===== config.mk =====
export PLATFORM = sky130hd
export DESIGN_NAME = lc4_processor
export DESIGN_NICKNAME = d
export VERILOG_FILES = /design/src/lc4_pkg.sv /design/src/lc4_decoder.sv /design/src/lc4_alu.sv /design/src/lc4_regfile.sv /design/src/lc4_hazard_unit.sv /design/src/lc4_processor.sv
export SDC_FILE = /design/constraint.sdc
export NUM_CORES = 1
export LEC_CHECK = 0
export BUFFER_PORTS_ARGS = -buffer_cell sky130_fd_sc_hd__buf_2
export CAP_MARGIN = 20
export CORE_MARGIN = 5
export CORE_UTILIZATION = 46
export DETAILED_ROUTE_END_ITERATION = 16
export GPL_TIMING_DRIVEN = 0
export PLACE_DENSITY_LB_ADDON = 0.08
export SYNTH_ARGS = -nofsm -noshare
export SYNTH_HDL_FRONTEND = slang
export SYNTH_SLANG_ARGS = --single-unit

===== constraint.sdc =====
create_clock -name gwe -period 4.85 [get_ports gwe]
set_input_delay 1.455 -clock gwe [delete_from_list [all_inputs] [get_ports gwe]]
set_output_delay 1.455 -clock gwe [all_outputs]
set_load 0.01 [all_outputs]

===== src/lc4_pkg.sv =====
package lc4_pkg;

   typedef logic [15:0] word_t;     // data, address or instruction
   typedef logic [2:0]  reg_sel_t;  // register number
   typedef logic [2:0]  nzp_t;      // {n, z, p}
   typedef logic [3:0]  opcode_t;   // insn[15:12]

   localparam word_t RESET_PC = 16'h8200;
   localparam word_t NOP_INSN = 16'h0000;  // BR with empty mask

   localparam opcode_t OP_BR    = 4'b0000;
   localparam opcode_t OP_ADD   = 4'b0001;
   localparam opcode_t OP_AND   = 4'b0101;
   localparam opcode_t OP_LDR   = 4'b0110;
   localparam opcode_t OP_STR   = 4'b0111;
   localparam opcode_t OP_CONST = 4'b1001;

   // why a slot carries no instruction, same codes as the trace port
   typedef enum logic [1:0] {
      BUBBLE_NONE     = 2'd0,
      BUBBLE_MISPRED  = 2'd2,
      BUBBLE_LOAD_USE = 2'd3
   } bubble_t;

   typedef struct packed {
      reg_sel_t rs;
      reg_sel_t rt;
      reg_sel_t rd;
      logic     rs_re;
      logic     rt_re;
      logic     rd_we;
      logic     nzp_we;
      logic     is_load;
      logic     is_store;
      logic     is_branch;
   } decode_t;

   // contents of one pipeline register
   typedef struct packed {
      word_t   pc;
      word_t   insn;
      bubble_t bubble;
      decode_t dec;
      word_t   rs_data;
      word_t   rt_data;  // store data once past execute
      word_t   result;   // alu result, or writeback value in W
   } stage_t;

   typedef struct packed {
      word_t    pc;
      word_t    insn;
      bubble_t  bubble;
      logic     rf_we;
      reg_sel_t rd;
      word_t    rf_data;
      logic     nzp_we;
      nzp_t     nzp;
   } wb_trace_t;

endpackage


===== src/lc4_decoder.sv =====
`timescale 1ns/1ps

module lc4_decoder (
   input  lc4_pkg::word_t   i_insn,
   output lc4_pkg::decode_t o_dec
);

   lc4_pkg::opcode_t opcode;

   assign opcode = i_insn[15:12];

   always_comb begin
      o_dec = '0;  // anything not listed below stays a NOP
      case (opcode)
         lc4_pkg::OP_BR: begin
            o_dec.is_branch = (i_insn[11:9] != 3'b000);  // empty mask is a NOP
         end
         lc4_pkg::OP_ADD: begin
            // register form needs sub-op 000, immediate form has bit 5 set
            if (i_insn[5] || (i_insn[5:3] == 3'b000)) begin
               o_dec.rd     = i_insn[11:9];
               o_dec.rs     = i_insn[8:6];
               o_dec.rt     = i_insn[2:0];
               o_dec.rs_re  = 1'b1;
               o_dec.rt_re  = ~i_insn[5];
               o_dec.rd_we  = 1'b1;
               o_dec.nzp_we = 1'b1;
            end
         end
         lc4_pkg::OP_AND: begin
            if (i_insn[5:3] == 3'b000) begin  // register AND only
               o_dec.rd     = i_insn[11:9];
               o_dec.rs     = i_insn[8:6];
               o_dec.rt     = i_insn[2:0];
               o_dec.rs_re  = 1'b1;
               o_dec.rt_re  = 1'b1;
               o_dec.rd_we  = 1'b1;
               o_dec.nzp_we = 1'b1;
            end
         end
         lc4_pkg::OP_LDR: begin
            o_dec.rd      = i_insn[11:9];
            o_dec.rs      = i_insn[8:6];
            o_dec.rs_re   = 1'b1;
            o_dec.rd_we   = 1'b1;
            o_dec.nzp_we  = 1'b1;
            o_dec.is_load = 1'b1;
         end
         lc4_pkg::OP_STR: begin
            o_dec.rt       = i_insn[11:9];  // data register
            o_dec.rs       = i_insn[8:6];   // base register
            o_dec.rs_re    = 1'b1;
            o_dec.rt_re    = 1'b1;
            o_dec.is_store = 1'b1;
         end
         lc4_pkg::OP_CONST: begin
            o_dec.rd     = i_insn[11:9];
            o_dec.rd_we  = 1'b1;
            o_dec.nzp_we = 1'b1;
         end
         default: begin
            o_dec = '0;
         end
      endcase
   end

endmodule


===== src/lc4_alu.sv =====
`timescale 1ns/1ps

module lc4_alu (
   input  lc4_pkg::word_t i_insn,
   input  lc4_pkg::word_t i_rs_data,
   input  lc4_pkg::word_t i_rt_data,
   output lc4_pkg::word_t o_result
);

   lc4_pkg::word_t imm5;
   lc4_pkg::word_t imm6;
   lc4_pkg::word_t imm9;

   assign imm5 = {{11{i_insn[4]}}, i_insn[4:0]};
   assign imm6 = {{10{i_insn[5]}}, i_insn[5:0]};
   assign imm9 = {{7{i_insn[8]}}, i_insn[8:0]};

   always_comb begin
      case (i_insn[15:12])
         lc4_pkg::OP_ADD: begin
            o_result = i_insn[5] ? (i_rs_data + imm5) : (i_rs_data + i_rt_data);
         end
         lc4_pkg::OP_AND: begin
            o_result = i_rs_data & i_rt_data;
         end
         lc4_pkg::OP_CONST: begin
            o_result = imm9;
         end
         lc4_pkg::OP_LDR, lc4_pkg::OP_STR: begin
            o_result = i_rs_data + imm6;  // effective address
         end
         default: begin
            o_result = '0;  // branches and NOPs
         end
      endcase
   end

endmodule


===== src/lc4_regfile.sv =====
`timescale 1ns/1ps

module lc4_regfile (
   input  logic                gwe,
   input  logic                i_rst_n,
   input  lc4_pkg::reg_sel_t   i_rs,
   input  lc4_pkg::reg_sel_t   i_rt,
   output lc4_pkg::word_t      o_rs_data,
   output lc4_pkg::word_t      o_rt_data,
   input  lc4_pkg::reg_sel_t   i_rd,
   input  lc4_pkg::word_t      i_wdata,
   input  logic                i_we
);

   lc4_pkg::word_t regs [8];

   always_ff @(posedge gwe or negedge i_rst_n) begin
      if (!i_rst_n) begin
         for (int i = 0; i < 8; i++) begin
            regs[i] <= '0;
         end
      end else if (i_we) begin
         regs[i_rd] <= i_wdata;
      end
   end

   // write-before-read: a same-cycle write is seen by decode
   assign o_rs_data = (i_we && (i_rd == i_rs)) ? i_wdata : regs[i_rs];
   assign o_rt_data = (i_we && (i_rd == i_rt)) ? i_wdata : regs[i_rt];

endmodule


===== src/lc4_hazard_unit.sv =====
`timescale 1ns/1ps

module lc4_hazard_unit (
   input  lc4_pkg::decode_t i_dec_d,
   input  lc4_pkg::decode_t i_dec_x,
   input  lc4_pkg::nzp_t    i_br_mask_x,
   input  lc4_pkg::nzp_t    i_nzp,
   output logic             o_stall,
   output logic             o_flush
);

   logic rs_dep;
   logic rt_dep;
   logic load_use;
   logic taken;

   // decode needs the register a load in execute is about to return
   assign rs_dep = i_dec_d.rs_re && (i_dec_d.rs == i_dec_x.rd);
   assign rt_dep = i_dec_d.rt_re && (i_dec_d.rt == i_dec_x.rd)
                   && !i_dec_d.is_store;  // store data comes late via WM bypass

   // a branch behind a load waits for the load's nzp
   assign load_use = i_dec_x.is_load && i_dec_x.rd_we
                     && (rs_dep || rt_dep || i_dec_d.is_branch);

   assign taken = i_dec_x.is_branch && ((i_br_mask_x & i_nzp) != 3'b000);

   assign o_flush = taken;
   assign o_stall = load_use && !taken;  // flush wins

endmodule


===== src/lc4_processor.sv =====
`timescale 1ns/1ps

module lc4_processor (
   input  logic               gwe,
   input  logic               i_rst_n,
   output lc4_pkg::word_t     o_imem_addr,
   input  lc4_pkg::word_t     i_imem_insn,
   output lc4_pkg::word_t     o_dmem_addr,
   input  lc4_pkg::word_t     i_dmem_rdata,
   output logic               o_dmem_we,
   output lc4_pkg::word_t     o_dmem_wdata,
   output lc4_pkg::wb_trace_t o_wb
);

   // empty slot tagged with the reason it exists
   function automatic lc4_pkg::stage_t bubble_stage(input lc4_pkg::bubble_t cause);
      lc4_pkg::stage_t s;
      s        = '0;
      s.insn   = lc4_pkg::NOP_INSN;
      s.bubble = cause;
      return s;
   endfunction

   function automatic lc4_pkg::nzp_t nzp_of(input lc4_pkg::word_t value);
      logic neg;
      logic zero;
      neg  = value[15];
      zero = (value == 16'h0000);
      return {neg, zero, !neg && !zero};
   endfunction

   // MX has priority over WX, regfile value otherwise
   function automatic lc4_pkg::word_t fwd(input lc4_pkg::reg_sel_t sel,
                                          input lc4_pkg::word_t    rf_val,
                                          input lc4_pkg::stage_t   m,
                                          input lc4_pkg::word_t    m_val,
                                          input lc4_pkg::stage_t   w);
      if (m.dec.rd_we && (m.dec.rd == sel)) begin
         return m_val;
      end else if (w.dec.rd_we && (w.dec.rd == sel)) begin
         return w.result;
      end
      return rf_val;
   endfunction

   lc4_pkg::word_t   pc_q;
   lc4_pkg::word_t   pc_next;
   lc4_pkg::word_t   br_target;
   lc4_pkg::stage_t  d_q;
   lc4_pkg::stage_t  x_q;
   lc4_pkg::stage_t  m_q;
   lc4_pkg::stage_t  w_q;
   lc4_pkg::stage_t  d_next;
   lc4_pkg::stage_t  x_next;
   lc4_pkg::stage_t  m_next;
   lc4_pkg::stage_t  w_next;
   lc4_pkg::decode_t dec_d;
   lc4_pkg::word_t   rs_rf;
   lc4_pkg::word_t   rt_rf;
   lc4_pkg::word_t   rs_byp;
   lc4_pkg::word_t   rt_byp;
   lc4_pkg::word_t   alu_res;
   lc4_pkg::word_t   st_data;
   lc4_pkg::word_t   m_wdata;
   lc4_pkg::nzp_t    nzp_q;
   lc4_pkg::nzp_t    m_nzp;
   lc4_pkg::nzp_t    nzp_eff;
   logic             stall;
   logic             flush;

   // fetch
   assign o_imem_addr = pc_q;
   assign br_target   = x_q.pc + 16'd1 + {{7{x_q.insn[8]}}, x_q.insn[8:0]};
   assign pc_next     = flush ? br_target : (stall ? pc_q : pc_q + 16'd1);

   // decode
   lc4_decoder i_lc4_decoder (
      .i_insn (d_q.insn),
      .o_dec  (dec_d)
   );

   lc4_regfile i_lc4_regfile (
      .gwe       (gwe),
      .i_rst_n   (i_rst_n),
      .i_rs      (dec_d.rs),
      .i_rt      (dec_d.rt),
      .o_rs_data (rs_rf),
      .o_rt_data (rt_rf),
      .i_rd      (w_q.dec.rd),
      .i_wdata   (w_q.result),
      .i_we      (w_q.dec.rd_we)
   );

   lc4_hazard_unit i_lc4_hazard_unit (
      .i_dec_d     (dec_d),
      .i_dec_x     (x_q.dec),
      .i_br_mask_x (x_q.insn[11:9]),
      .i_nzp       (nzp_eff),
      .o_stall     (stall),
      .o_flush     (flush)
   );

   // execute
   assign rs_byp = fwd(x_q.dec.rs, x_q.rs_data, m_q, m_wdata, w_q);
   assign rt_byp = fwd(x_q.dec.rt, x_q.rt_data, m_q, m_wdata, w_q);

   lc4_alu i_lc4_alu (
      .i_insn    (x_q.insn),
      .i_rs_data (rs_byp),
      .i_rt_data (rt_byp),
      .o_result  (alu_res)
   );

   // memory
   assign st_data = (w_q.dec.rd_we && (w_q.dec.rd == m_q.dec.rt)) ? w_q.result
                                                                   : m_q.rt_data;  // WM
   assign o_dmem_addr  = (m_q.dec.is_load || m_q.dec.is_store) ? m_q.result : 16'h0000;
   assign o_dmem_we    = m_q.dec.is_store;
   assign o_dmem_wdata = m_q.dec.is_store ? st_data : 16'h0000;
   assign m_wdata      = m_q.dec.is_load ? i_dmem_rdata : m_q.result;
   assign m_nzp        = nzp_of(m_wdata);
   assign nzp_eff      = m_q.dec.nzp_we ? m_nzp : nzp_q;  // what a branch in X sees

   always_comb begin
      d_next        = '0;
      d_next.pc     = pc_q;
      d_next.insn   = i_imem_insn;
      d_next.bubble = lc4_pkg::BUBBLE_NONE;
      if (flush) begin
         d_next = bubble_stage(lc4_pkg::BUBBLE_MISPRED);
      end else if (stall) begin
         d_next = d_q;  // hold decode
      end

      x_next.pc      = d_q.pc;
      x_next.insn    = d_q.insn;
      x_next.bubble  = d_q.bubble;
      x_next.dec     = dec_d;
      x_next.rs_data = rs_rf;
      x_next.rt_data = rt_rf;
      x_next.result  = '0;
      if (flush) begin
         x_next = bubble_stage(lc4_pkg::BUBBLE_MISPRED);
      end else if (stall) begin
         x_next = bubble_stage(lc4_pkg::BUBBLE_LOAD_USE);
      end

      m_next         = x_q;
      m_next.rs_data = rs_byp;
      m_next.rt_data = rt_byp;
      m_next.result  = alu_res;

      w_next         = m_q;
      w_next.rt_data = st_data;
      w_next.result  = m_wdata;  // load data or alu result
   end

   always_ff @(posedge gwe or negedge i_rst_n) begin
      if (!i_rst_n) begin
         pc_q  <= lc4_pkg::RESET_PC;
         d_q   <= bubble_stage(lc4_pkg::BUBBLE_MISPRED);
         x_q   <= bubble_stage(lc4_pkg::BUBBLE_MISPRED);
         m_q   <= bubble_stage(lc4_pkg::BUBBLE_MISPRED);
         w_q   <= bubble_stage(lc4_pkg::BUBBLE_MISPRED);
         nzp_q <= 3'b010;
      end else begin
         pc_q <= pc_next;
         d_q  <= d_next;
         x_q  <= x_next;
         m_q  <= m_next;
         w_q  <= w_next;
         if (m_q.dec.nzp_we) begin
            nzp_q <= m_nzp;  // commits as the insn leaves memory
         end
      end
   end

   // retire trace from writeback
   assign o_wb.pc      = w_q.pc;
   assign o_wb.insn    = w_q.insn;
   assign o_wb.bubble  = w_q.bubble;
   assign o_wb.rf_we   = w_q.dec.rd_we;
   assign o_wb.rd      = w_q.dec.rd;
   assign o_wb.rf_data = w_q.result;
   assign o_wb.nzp_we  = w_q.dec.nzp_we;
   assign o_wb.nzp     = nzp_of(w_q.result);

endmodule


# [Word level (Yosys, flattened, before mapping)]
# Index checks and enable logic that the tools add are counted.
[word_totals] register_bits=392 in_bits=34 output_inout_bits=107 elab_cells=161
[op_classes] add_sub_neg=6 magnitude_cmp=4 eq_ne=20 n_mux=45 bitwise=6 reduce_logical=36
[ops] op="two-way mux 98 bit" n=4
[ops] op="two-way mux 16 bit" n=20
[ops] op="bitwise mux 128 bit" n=1
[ops] op="binary-select mux 16 bit (select 3 bit)" n=2
[ops] op="adder 16 bit" n=4
[ops] op="one-hot mux 16 bit (4 select lines)" n=1
[ops] op="demux 16 bit (select 3 bit)" n=1
[ops] op="adder 16 x 1 -> 16 bit (second input constant)" n=2
[ops] op="zero test 16 bit" n=2
[ops] op="equality test 3 bit" n=9
[ops] op="one-hot mux 3 bit (3 select lines)" n=3
[ops] op="two-way mux 13 bit" n=2
[ops] op="equality test 4 x 3 -> 1 bit (second input constant)" n=6
[ops] op="logical AND 1 bit" n=17
[ops] op="AND 16 bit" n=1
[ops] op="greater-or-equal comparator 4 bit (second input constant)" n=3
[ops] op="inverter 3 -> 4 bit" n=3
[ops] op="equality test 4 x 1 -> 1 bit (second input constant)" n=2
[ops] op="equality test 4 bit (second input constant)" n=2
[ops] op="two-way mux 1 bit" n=7
[ops] op="zero test 1 bit" n=6
[ops] op="one-hot mux 1 bit (3 select lines)" n=2
[ops] op="one-hot mux 2 bit (3 select lines)" n=1
[ops] op="nonzero test 3 bit" n=2
[ops] op="other kinds (9)" n=14

# [Logic depth before layout (Yosys ltp)]
# Gate-level depths: netlist of run 1.
[depth] depth_word=13 depth_mapped=19 mapped_depth_nobuf=17

# [By module]
# From an unflattened synthesis of run 1, not the netlist that was laid out.
[unflattened] hier_cells=1485 area_unflattened_um2=19546.2
[modules_own_cells] mod="lc4_processor" instances=1 cells_each=822 area_each_um2=10378.7 seq_area_each_um2=6640.1
[modules_own_cells] mod="lc4_regfile" instances=1 cells_each=452 area_each_um2=7533.5 seq_area_each_um2=3203.1
[modules_own_cells] mod="lc4_alu" instances=1 cells_each=168 area_each_um2=1272.5 seq_area_each_um2=0.0
[modules_own_cells] mod="lc4_decoder" instances=1 cells_each=30 area_each_um2=255.2 seq_area_each_um2=0.0
[modules_own_cells] mod="lc4_hazard_unit" instances=1 cells_each=13 area_each_um2=106.4 seq_area_each_um2=0.0

# [Least setup slack after synthesis of run 1]
# Ideal clock, no wire load.
[synth_path] path_kind="input to register" start="in i_dmem_rdata[0]" end="reg m_q[14] (netlist name)" setup_time_ns=0.134 arrival_time_ns=3.733 required_ns=4.716 path_slack_ns=0.984 path_stages=16 path_buffers=0 path_cell_list="mux2_2 > nor2_1 > a21oi_1 > nand2_1 > o21ai_0 > ha_1 > inv_1 > fa_1 > nor2b_1 > o21ai_0 > a21oi_1 > o211ai_1 > a41oi_1 > a2111oi_0 > a31oi_1 > o21ai_0"
[synth_between] elab_chain_cells=6 elab_cells_between_ends=10 cone_classes="3 x add/sub; 7 x mux"
[synth_lines] element="start, declared" line_no="lc4_processor.sv:9" source="input lc4_pkg::word_t i_dmem_rdata,"
[synth_lines] element="two-way mux 16 bit" line_no="lc4_processor.sv:120" source="assign m_wdata = m_q.dec.is_load ? i_dmem_rdata : m_q.result;"
[synth_lines] element="two-way mux 16 bit" line_no="lc4_processor.sv:38" source="if (m.dec.rd_we && (m.dec.rd == sel)) begin"
[synth_lines] element="two-way mux 16 bit" line_no="lc4_processor.sv:43" source="return rf_val;"
[synth_lines] element="named net i_lc4_alu.i_rt_data[0]" line_no="lc4_alu.sv:6" source="input lc4_pkg::word_t i_rt_data,"
[synth_lines] element="adder 16 bit" line_no="lc4_alu.sv:21" source="o_result = i_insn[5] ? (i_rs_data + imm5) : (i_rs_data + i_rt_data);"
[synth_lines] element="two-way mux 16 bit" line_no="lc4_alu.sv:21"
[synth_lines] element="one-hot mux 16 bit (4 select lines)" line_no="lc4_alu.sv:19" source="case (i_insn[15:12])"
[synth_lines] element="named net alu_res[14]" line_no="lc4_processor.sv:62" source="lc4_pkg::word_t alu_res;"
[synth_lines] element="end signal, assigned" line_no="lc4_processor.sv:163" source="m_q <= bubble_stage(lc4_pkg::BUBBLE_MISPRED);"
[synth_lines] element="end signal, assigned" line_no="lc4_processor.sv:170" source="m_q <= m_next;"
[synth_lines] element="end, declared" line_no="lc4_processor.sv:51" source="lc4_pkg::stage_t m_q;"
# The timed path passes the listed nets, and every way through them passes these cells.
# A chain may end at the register's enable or synchronous reset.

# [Worst setup path in the final report of run 1]
[layout_path] start="reg w_q (netlist bit o_wb[20])" end="reg m_q[14] (netlist name)"
[layout_between] elab_chain_cells=8 elab_cells_between_ends=16 cone_classes="3 x add/sub; 2 x eq/ne; 8 x mux; 1 x bitwise; 2 x reduce/logical"
[layout_lines] element="start, declared" line_no="lc4_processor.sv:52" source="lc4_pkg::stage_t w_q;"
[layout_lines] element="start signal, assigned" line_no="lc4_processor.sv:164" source="w_q <= bubble_stage(lc4_pkg::BUBBLE_MISPRED);"
[layout_lines] element="start signal, assigned" line_no="lc4_processor.sv:171" source="w_q <= w_next;"
[layout_lines] element="equality test 3 bit" line_no="lc4_processor.sv:40" source="end else if (w.dec.rd_we && (w.dec.rd == sel)) begin"
[layout_lines] element="logical AND 1 bit" line_no="lc4_processor.sv:40"
[layout_lines] element="two-way mux 1 bit" line_no="lc4_processor.sv:40"
[layout_lines] element="two-way mux 1 bit" line_no="lc4_processor.sv:38"
[layout_lines] element="two-way mux 16 bit" line_no="lc4_processor.sv:43"
[layout_lines] element="adder 16 bit" line_no="lc4_alu.sv:21"
[layout_lines] element="two-way mux 16 bit" line_no="lc4_alu.sv:21"
[layout_lines] element="one-hot mux 16 bit (4 select lines) *" line_no="lc4_alu.sv:19"
[layout_lines] element="named net alu_res[14]" line_no="lc4_processor.sv:62"
# Mark *: on every way through the listed nets, which the timed path passes. The rest lies on a longest branch.

==> impl_metrics.csv, run 1 <==
group,metric,value,unit
die,coreArea,0.04102,mm²
power,irDropWorstVdd,206.8,µV
global_routing,grt_start_max_net_pins,123,
worst_setup_path,crit_slowest_cell,"nand4_1",
worst_setup_path,crit_path_start_kind,"flip-flop",
min_path,holdPathEnd,"o_wb[51]",
die,die_w,214,µm
detailed_routing,ant_nets,0,
timing,max_slew_margin,40.38,%
worst_setup_path,critPathTopFamily,"compound AO/OA/AOI/OAI gates",
placed_design,hpwl,42090,µm
global_routing,grt.total_usage,24.48,%
clock_tree,clk_pin_slew,0.06,ns
clock_tree,tritoncts,"built",
worst_setup_path,worstSetupPathType,"reg -> reg",
finish,final_cells,2511,
clock_tree,root_buffer,"clkbuf_16",
timing,tightestPinTransition,0.8895,ns
finish,diodes,0,
clock_tree,cts_hold_buf,0,
worst_setup_path,cp.required,5.27,ns
synthesis,synth-edff-count,0,
min_path,min_path_type,"reg -> reg",
detailed_routing,drt_pre_antenna_iters,7,
die,ios,141,
placed_design,port_buffers,140,
timing,drv_slew,0,
clock_tree,htreeDepth,2,
finish,fillers,3697,
synthesis,synthArstFlopShare,100.0,%
detailed_routing,drtIter0Drc,1208,
timing,setup_violations,0,
power,internal_power,7514,µW
power,pwr-share-seq,40.5,%
job,cap_violations,0,
power,powerDensity,518.0,mW/mm²
power,power_frac_clock,29.3,%
clock_tree,cts_buffer_depth,3,
timing,rsz0062_at_grt,"true",
finish,postLayoutCoreUtil,53.83,%
synthesis,syn_inst,1756,
power,p_sw_share,34.31,%
timing,hold_viol,0,
synthesis,syn-cell-area,0.01914,mm²
min_path,hold_path_depth,0,
worst_setup_path,worst_r2r_startpoint,"o_wb[20]",
detailed_routing,wl_per_cell,22.74,µm
synthesis,syn_avg_cell_area,10.90,µm²
detailed_routing,drc,0,
worst_setup_path,path_cells,"buf_2, xnor2_1, nand4_1, buf_2, mux2i_1, a21oi_1, ha_1, inv_1, fa_1, nor2b_1, o21ai_0, a21oi_1, o211ai_1, a41oi_1, a2111oi_0, a31oi_1, o21ai_0",
synthesis,synth_cell_types,77,
detailed_routing,vias_per_cell,5.679,
timing,max_freq,0.2173,GHz
worst_setup_path,r2r-end,"m_q[14]",
die,num_rows,74,
timing,fin_worst_skew,0.01130,ns
finish,nNetsFinal,2015,
synthesis,syn_nets,1823,
worst_setup_path,r2r_slack,0.25,ns
synthesis,yosysSeqAreaShare,50.76,%
placed_design,gp_congestion,0.8895,
power,power.switching,3924,µW
global_routing,grt_pass1_vias,14354,
die,start_util,46.67,%
worst_setup_path,max_stage_delay,0.46,ns
worst_setup_path,cp.buffers_inverters,3,
timing,post-route-min-period,4.603,ns
min_path,min_from,"m_q[91]",
worst_setup_path,crit_path_max_fanout,10,
die,die_h,214,µm
timing,hold-worst-slack,0.3446,ns
status,run_status,"completed",
worst_setup_path,r2r_cells,17,
global_routing,grt_overflow,0,
global_routing,grt_pass1_wl,88460,µm
finish,drive_gt1_share,23.40,%
global_routing,antenna_found_initial,0,
worst_setup_path,worstPathArrival,5.03,ns
synthesis,ys_seq_elements,388,
die,die_area,0.04580,mm²
detailed_routing,drt-total-wl,57090,µm
clock_tree,cts_made_buffers,43,
synthesis,yosys_warnings,0,
timing,setup_tns,0,ns
placed_design,post-place-cells,2433,
power,leakage,0.01057,µW
clock_tree,clock_latency,0.56,ns
detailed_routing,vias,14261,
power,pwr-share-comb,30.2,%
timing,min_period_over_period,94.91,%
finish,syn_to_final_growth,15.35,%
clock_tree,cts.sink_count,388,
worst_setup_path,critPathCaptureType,"flip-flop",
synthesis,yosys_most_used_dff,"dfrtp_1",
-- registers in the layout (all words and copies together), names as in the netlist --
name	count
i_lc4_regfile.regs	128
m_q	74
o_wb	54
m_next	47
d_q	33
x_q	32
o_imem_addr	16
nzp_q	3
o_dmem_we	1
-- worst max-delay path by stage --
stage                                from                      to  slack (ns)  depth (start not counted)
final                            o_wb[20]                 m_q[14]        0.25                         17
after global routing              m_q[55]                 m_q[14]       -0.12                         19
after CTS                        o_wb[22]        o_dmem_wdata[13]        0.04                          8
after detailed placement         o_wb[21]                 m_q[14]        0.08                         19
after global placement            i_rst_n  i_lc4_regfile.regs[88]       -5.27                          1
after floorplan           i_dmem_rdata[0]                 m_q[14]        0.98                         16
-- synth_stat cells, types with 5 or more instances --
master,n,area [µm²]
buf_6,8,90.09
inv_1,22,82.58
and3_1,10,62.56
xor2_1,25,219.0
nand3_1,12,60.06
nor2_1,103,386.6
nand2_1,150,563.0
mux2i_1,101,1011
clkbuf_1,74,277.8
buf_2,28,140.1
mux2_2,174,1959
buf_4,9,67.56
a211oi_1,68,510.5
a31oi_1,24,150.1
o21bai_1,5,37.54
o21ai_1,11,55.05
ha_1,31,387.9
dfstp_2,7,183.9
nand4b_1,5,43.79
a21oi_1,139,695.7
buf_1,5,18.77
o31a_1,5,43.79
nor4_1,10,62.56
a21o_1,9,67.56
and2_1,33,206.5
nor2b_1,82,513.0
xnor2_1,40,350.3
o211ai_1,20,150.1
o21ai_0,59,295.3
dfrtp_1,381,9534
nor3_1,19,95.09
nand4_1,16,100.1
o21a_1,7,52.55
-- per-stage QoR --
stage | total power [µW] | instance area [µm²] | setup WS (ns)
after floorplan | 6820 | 19140 | 0.9835
after global placement | 8013 | 20510 | -5.266
after detailed placement | 8080 | 20620 | 0.07733
after CTS | 11480 | 22060 | 0.03878
after global routing | 12100 | 22080 | -0.1244
final | 11440 | 22080 | 0.2471
-- power groups by stage --
stage	clock network [µW]	logic (µW)	registers [µW]
CTS	3430	3420	4630
floorplan	0	2270	4550
finish	3350	3450	4630
global placement	0	3350	4670
detailed placement	0	3390	4690
global route	3560	3810	4740
-- repair_timing --
| item | CTS | global route |
|---|---|---|
| endpoints found under the hold margin | 0 | 0 |
| setup endpoints to repair | 0 | 15 |
| buffers inserted | 0 | 2 |
| gates resized for setup | 0 | 2 |
-- layout make-up --
type	count	area, µm²	area share [%]
clock inverter	15	196.4	0.8896
multi-input combinational	1221	8753	39.64
sequential	388	9718	44.01
buffer	125	600.6	2.720
tap	532	665.6	3.015
clock buffer	61	1246	5.644
inverter	22	82.58	0.3740
timing repair buffer	147	818.3	3.706
-- layer usage --
layer / vias to the layer above / global-route usage, % / wire length, µm
li1: 6598 / - / -
met1: 7096 / 36.19 / 26730
met2: 481 / 37.40 / 25430
met3: 86 / 4.193 / 3423
met4: 0 / 7.065 / 1509
met5: - / 0 / 0
-- layout by cell type (no fill, tap or decap), drive strengths merged, types with 5 or more instances in the layout --
cell type / n
dfrtp: 381
buf: 197
mux2: 175
nand2: 150
a21oi: 140
clkbuf: 136
nor2: 105
mux2i: 101
nor2b: 83
o21ai: 70
a211oi: 68
xnor2: 40
and2: 33
ha: 31
xor2: 26
a31oi: 24
inv: 23
o211ai: 20
nor3: 20
nand4: 16
nand3: 12
and3: 10
nor4: 10
a21o: 9
o21a: 7
dfstp: 7
clkinv: 6
o21bai: 5
o31a: 5
nand4b: 5
-- cells by family after synthesis --
group | after synthesis | share of synthesized area (%)
mux | 279 | 15.95
flops | 388 | 50.76
fa+ha+maj | 33 | 2.235
xor+xnor | 66 | 3.059
simple gates | 470 | 12.29
buf+inv | 147 | 3.562
compound gates | 373 | 12.14
Note: power is estimated with default switching activity, not from simulation.
==> run 2, diff against run 1 <==
--- a/config.mk
+++ b/config.mk
@@ -11,7 +11,7 @@
 export CORE_UTILIZATION = 46
 export DETAILED_ROUTE_END_ITERATION = 16
 export GPL_TIMING_DRIVEN = 0
-export PLACE_DENSITY_LB_ADDON = 0.08
+export PLACE_DENSITY = 0.74
 export SYNTH_ARGS = -nofsm -noshare
 export SYNTH_HDL_FRONTEND = slang
 export SYNTH_SLANG_ARGS = --single-unit
==> run 2 against run 1 <==
Compared with the run above:
- core utilization shrank 0.055 points
- largest power group unchanged
- via count grew 3.1%
- power shrank 0.45%
- clock skew grew 0.0035 ns
==> impl_metrics.csv, run 2 (synthesis gave the netlist of run 1 again) <==
group,metric,value,unit
power,leakage,0.01058,µW
finish,drive_gt1_share,23.56,%
detailed_routing,drc,0,
finish,final_common_cell,"dfrtp_1",
clock_tree,cts_made_buffers,41,
worst_setup_path,cp.required,5.25,ns
die,die_area,0.04580,mm²
clock_tree,tritoncts,"built",
detailed_routing,dr_wl_met3,4070,µm
worst_setup_path,worstSetupPathType,"reg -> reg",
worst_setup_path,crit_path_start_kind,"flip-flop",
die,coreArea,0.04102,mm²
worst_setup_path,path_cells,"buf_2, xnor2_1, nand4_1, buf_4, mux2i_1, a21oi_1, ha_1, inv_1, fa_1, nor2b_1, o21ai_0, a21oi_1, o211ai_1, a41oi_1, a2111oi_0, a31oi_1, o21ai_0",
die,die_h,214,µm
die,start_util,46.67,%
finish,syn_to_final_growth,15.23,%
timing,tightestPinTransition,0.7446,ns
clock_tree,clock_latency,0.55,ns
timing,hold_viol,0,
status,run_status,"completed",
timing,max_freq,0.2197,GHz
detailed_routing,drtIter0Drc,1466,
finish,diodes,0,
placed_design,place_worst_setup_slack,0.3149,ns
die,num_rows,74,
min_path,hold_path_depth,0,
worst_setup_path,worstPathArrival,4.95,ns
timing,post-route-min-period,4.553,ns
detailed_routing,drt-total-wl,56100,µm
timing,setup_violations,0,
worst_setup_path,max_stage_delay,0.47,ns
timing,max_slew_margin,50.18,%
global_routing,grt.total_usage,23.78,%
die,die_w,214,µm
global_routing,grt_overflow,0,
worst_setup_path,r2r_cells,17,
placed_design,gp_congestion,0.9466,
detailed_routing,wl_per_cell,22.32,µm
power,irDropWorstVdd,266.2,µV
detailed_routing,vias_per_cell,5.850,
finish,final_cell_mix,"381 x dfrtp_1, 174 x mux2_2, 169 x buf_2",
global_routing,grt_pass1_vias,15018,
worst_setup_path,crit_path_max_fanout,10,
detailed_routing,drt-met1-wl,24550,µm
worst_setup_path,crit_slowest_cell,"nand4_1",
finish,final_cells,2514,
clock_tree,htreeDepth,2,
die,ios,141,
placed_design,post-place-cells,2435,
min_path,min_path_type,"reg -> reg",
timing,fin_worst_skew,0.01485,ns
worst_setup_path,critPathCaptureType,"flip-flop",
finish,nNetsFinal,2017,
timing,fin_ws,0.2974,ns
global_routing,grt_start_max_net_pins,128,
timing,drv_slew,0,
detailed_routing,wl_met2,25270,µm
clock_tree,clk_pin_slew,0.06,ns
global_routing,grt_pass1_wl,87760,µm
finish,top_register,"i_lc4_regfile.regs",
job,cap_violations,0,
placed_design,hpwl,41050,µm
placed_design,port_buffers,140,
timing,min_period_over_period,93.87,%
detailed_routing,vias,14708,
power,powerDensity,516.2,mW/mm²
worst_setup_path,r2r_slack,0.30,ns
detailed_routing,ant_nets,0,
timing,rsz0062_at_grt,"false",
finish,largest_reg_flops,128,
detailed_routing,routed.top_layer,"met4",
clock_tree,cts_buffer_depth,3,
global_routing,antenna_found_initial,0,
clock_tree,root_buffer,"clkbuf_16",
detailed_routing,drt_pre_antenna_iters,5,
clock_tree,cts.sink_count,388,
[run 2: changes by cell type in the layout (fill, tap and decap cells not counted), moves of 2 or more]
cell	before	now
clkinv_8	0	2
clkinv_4	2	0
clkbuf_1	83	80
clkinv_2	4	9
clkinvlp_4	4	2
buf_4	11	15
clkbuf_16	45	41
[run 2: worst max-delay path: cells and delay by family (launching register included)]
family / cells / cell delay (ns)
flip-flops: 1 / 0.46
AND/OR/NAND/NOR: 2 / 0.60
XOR/XNOR: 1 / 0.16
buffers and inverters: 3 / 0.77
multiplexers: 1 / 0.14
adder cells (fa/ha/maj): 2 / 0.69
AO/OA/AOI/OAI: 8 / 1.57
[run 2: final cells by class]
class	count	area (µm²)
inverter	22	82.58
tap	532	665.6
buffer	125	604.3
clock inverter	20	260.3
multi-input combinational	1221	8743
timing repair buffer	151	845.8
sequential	388	9718
fill	3467	18960
clock buffer	55	1139
[run 2: path summary, 6_finish.rpt]
| path | startpoint | endpoint |
|---|---|---|
| min | m_q[69] | o_wb[29] |
| min in group asynchronous | i_rst_n | o_wb[24] |
| max | o_wb[20] | m_q[14] |
| max in group asynchronous | i_rst_n | m_q[30] |
| max reg2reg | o_wb[20] | m_q[14] |
| min reg2reg | m_q[69] | o_wb[29] |
[run 2: power by group]
part | internal, µW | total (µW) | switching, µW | leakage, µW
sequential | 4050 | 4650 | 605 | 0.00498
clock | 1930 | 3270 | 1340 | 0.000687
combinational | 1460 | 3460 | 2000 | 0.00491
total | 7440 | 11400 | 3950 | 0.0106
[run 2: what timing repair did]
item / in CTS / in global routing
setup buffers: 0 / 4
setup endpoints to repair: 0 / 12
gates resized for setup: 0 / 6
hold buffers: 0 / 0
hold endpoints to repair: 0 / 0
[run 2: routing by layer]
layer	track usage [%]	vias to the layer above
met4	9.062	0
met1	33.17	7324
li1	-	6620
met5	0	-
met2	37.13	622
met3	4.645	142
[run 2: metrics by stage]
step / TNS (ns) / power, µW / util, % / hold WS [ns] / instance area [µm²]
after global placement: -1907.09 / 7963 / 50.00 / 0.3326 / 20510
after floorplan: 0 / 6820 / - / 0.3312 / 19140
final: 0 / 11390 / 53.78 / 0.3479 / 22060
after global routing: 0 / 11980 / 53.78 / 0.3547 / 22060
after CTS: 0 / 11370 / 53.69 / 0.3484 / 22020
after detailed placement: 0 / 8080 / 50.28 / 0.3347 / 20620
==> run 3, diff against run 2 <==
--- a/config.mk
+++ b/config.mk
@@ -14,4 +14,5 @@
 export PLACE_DENSITY = 0.74
 export SYNTH_ARGS = -nofsm -noshare
 export SYNTH_HDL_FRONTEND = slang
+export SYNTH_HIERARCHICAL = 1
 export SYNTH_SLANG_ARGS = --single-unit
==> run 3 against run 2 <==
Compared with the run above:
- combinational power decreased by 2%
- clock-buffer cell count decreased by 1
- core utilization decreased by 0.49 points
- global-route usage decreased by 2.1 points
- sequential power decreased by 2%
- critical path depth decreased by 3
- fmax decreased by 2.7%
- flip-flop and latch count increased by 3
- clock skew about the same
- die area increased by 1.7%
- cell count decreased by 11%
- critical path type is now in -> reg
- largest power group unchanged
==> impl_metrics.csv, run 3 <==
group,metric,value,unit
worst_setup_path,r2r_slack,0.46,ns
worst_setup_path,worst_r2r_startpoint,"m_q[50]",
clock_tree,cts_made_buffers,41,
detailed_routing,drt-total-wl,50920,µm
power,powerDensity,501.1,mW/mm²
detailed_routing,drt_pre_antenna_iters,5,
synthesis,syn_inst,1481,
finish,top_register,"i_lc4_regfile/regs",
min_path,min_from,"m_q[95]",
die,die_h,215.8,µm
power,p_sw_share,32.90,%
timing,max_freq,0.2138,GHz
status,run_status,"completed",
power,power_frac_clock,29.0,%
power,power.switching,3685,µW
worst_setup_path,crit_top_cell,"buf_2",
finish,fillers,3440,
power,pwr-share-seq,40.8,%
timing,tightestPinTransition,0.8618,ns
finish,largest_reg_flops,128,
clock_tree,htreeDepth,2,
die,die_w,215.8,µm
timing,setup_violations,0,
timing,rsz0062_at_grt,"false",
worst_setup_path,cp.required,5.24,ns
timing,setup_tns,0,ns
die,ios,141,
clock_tree,post-cts-setup-buffers,0,
clock_tree,cts_buffer_depth,3,
worst_setup_path,crit_path_start_kind,"primary input",
clock_tree,clock_latency,0.54,ns
power,internal_power,7516,µW
worst_setup_path,critPathCaptureType,"flip-flop",
synthesis,syn-cell-area,0.01948,mm²
global_routing,grt_pass1_vias,13321,
detailed_routing,wl_per_cell,22.76,µm
min_path,hold_path_depth,0,
synthesis,syn_nets,1552,
worst_setup_path,crit_slowest_cell,"nor4_1",
die,start_util,46.45,%
worst_setup_path,r2r_cells,14,
timing,min_period_over_period,96.42,%
worst_setup_path,r2r-end,"d_q[85]",
placed_design,gp_congestion,0.9269,
power,leakage,0.01088,µW
timing,drv_slew,0,
detailed_routing,drc,0,
power,irDropWorstVdd,256.8,µV
worst_setup_path,path_cells,"buf_2, mux2_2, nor4_1, and3_1, nor2_1, mux2_2, a222oi_1, nor2b_1, a211oi_2, clkbuf_2, buf_2, buf_2, mux2i_1, nor2_1",
die,die_area,0.04657,mm²
clock_tree,cts.sink_count,391,
clock_tree,cts_hold_buf,0,
timing,hold_viol,0,
timing,post-route-min-period,4.677,ns
power,pwr-share-comb,30.2,%
die,num_rows,75,
global_routing,antenna_found_initial,1,
timing,fin_worst_skew,0.01491,ns
finish,final_cell_mix,"384 x dfrtp_1, 205 x mux2_2, 159 x buf_2",
global_routing,grt_overflow,0,
finish,postLayoutCoreUtil,53.29,%
synthesis,yosys_warnings,6,
synthesis,syn_avg_cell_area,13.16,µm²
placed_design,post-place-cells,2163,
global_routing,grt.total_usage,21.67,%
worst_setup_path,cp.buffers_inverters,4,
detailed_routing,vias_per_cell,5.791,
detailed_routing,drtIter0Drc,930,
worst_setup_path,critPathTopFamily,"buffers and inverters",
global_routing,grt_start_max_net_pins,124,
clock_tree,tritoncts,"built",
worst_setup_path,worstPathArrival,5.07,ns
min_path,min_path_type,"reg -> reg",
finish,design_area,0.02235,mm²
clock_tree,clk_pin_slew,0.06,ns
placed_design,dpl_cell_area,0.02095,mm²
worst_setup_path,worstSetupPathType,"in -> reg",
finish,syn_to_final_growth,14.72,%
timing,max_slew_margin,42.29,%
placed_design,hpwl,36880,µm
clock_tree,root_buffer,"clkbuf_16",
placed_design,port_buffers,140,
finish,final_cells,2237,
finish,final_common_cell,"dfrtp_1",
finish,nNetsFinal,1738,
detailed_routing,ant_nets,0,
worst_setup_path,crit_path_max_fanout,10,
detailed_routing,vias,12955,
job,cap_violations,0,
min_path,holdPathEnd,"o_wb[55]",
finish,diodes,0,
worst_setup_path,max_stage_delay,0.43,ns
global_routing,grt_pass1_wl,79960,µm
die,coreArea,0.04195,mm²
finish,drive_gt1_share,29.80,%
-- run 3: worst max path at each step --
stage,endpoint,start,cells past startpoint
floorplan,d_q[87],i_dmem_rdata[10],13
global placement,o_wb[24],i_rst_n,1
detailed placement,x_q[21],i_dmem_rdata[10],12
CTS,x_q[21],i_dmem_rdata[10],12
global route,d_q[90],i_dmem_rdata[10],14
finish,d_q[85],i_dmem_rdata[10],14
-- run 3: routing by layer --
metal | vias up | global-route usage [%] | share of wire [%]
met2 | 433 | 34.15 | 46
met4 | 2 | 6.699 | 3.1
met3 | 108 | 3.770 | 6.0
met5 | - | 0 | 0.026
li1 | 5791 | - | -
met1 | 6621 | 30.98 | 45
-- run 3: metrics by stage --
step / worst slack, ns / hold slack, ns / power [µW]
after floorplan: 0.6271 / 0.3312 / 6761
after global placement: -4.937 / 0.3325 / 7817
after detailed placement: -0.5197 / 0.3347 / 7931
after CTS: 0.01780 / 0.3445 / 11240
after global routing: 0.02094 / 0.3491 / 11790
final: 0.1734 / 0.3403 / 11200
-- run 3: power groups by stage --
stage                     Sequential (µW)  Combinational, µW  Clock (µW)
final                                4580               3380        3240
after global routing                 4670               3680        3440
after CTS                            4580               3360        3300
after detailed placement             4630               3300           0
after global placement               4590               3220           0
after floorplan                      4500               2260           0
-- run 3: cell type report --
cell class              instances  area (µm²)  share of cell area, %
flip-flops and latches        391        9793                  43.81
repair buffers                143       793.3                  3.549
clock buffers                  54        1147                  5.133
clock inverters                20       249.0                  1.114
plain buffers                  94       504.2                  2.256
inverters                      10       37.54                 0.1679
multi-input cells             986        9153                  40.95
well taps                     539       674.4                  3.017
-- run 3: worst reg2reg max path: cells and delay by family (launching register included) --
kind	cells	cell delay, ns
buf+inv	4	1.35
simple gates	5	1.07
mux	3	0.98
compound gates	2	0.53
flops	1	0.32
-- run 3: timing repair --
item	in CTS	in global routing
resized for setup	0	3
setup endpoints to repair	0	35
hold endpoints to repair	0	0
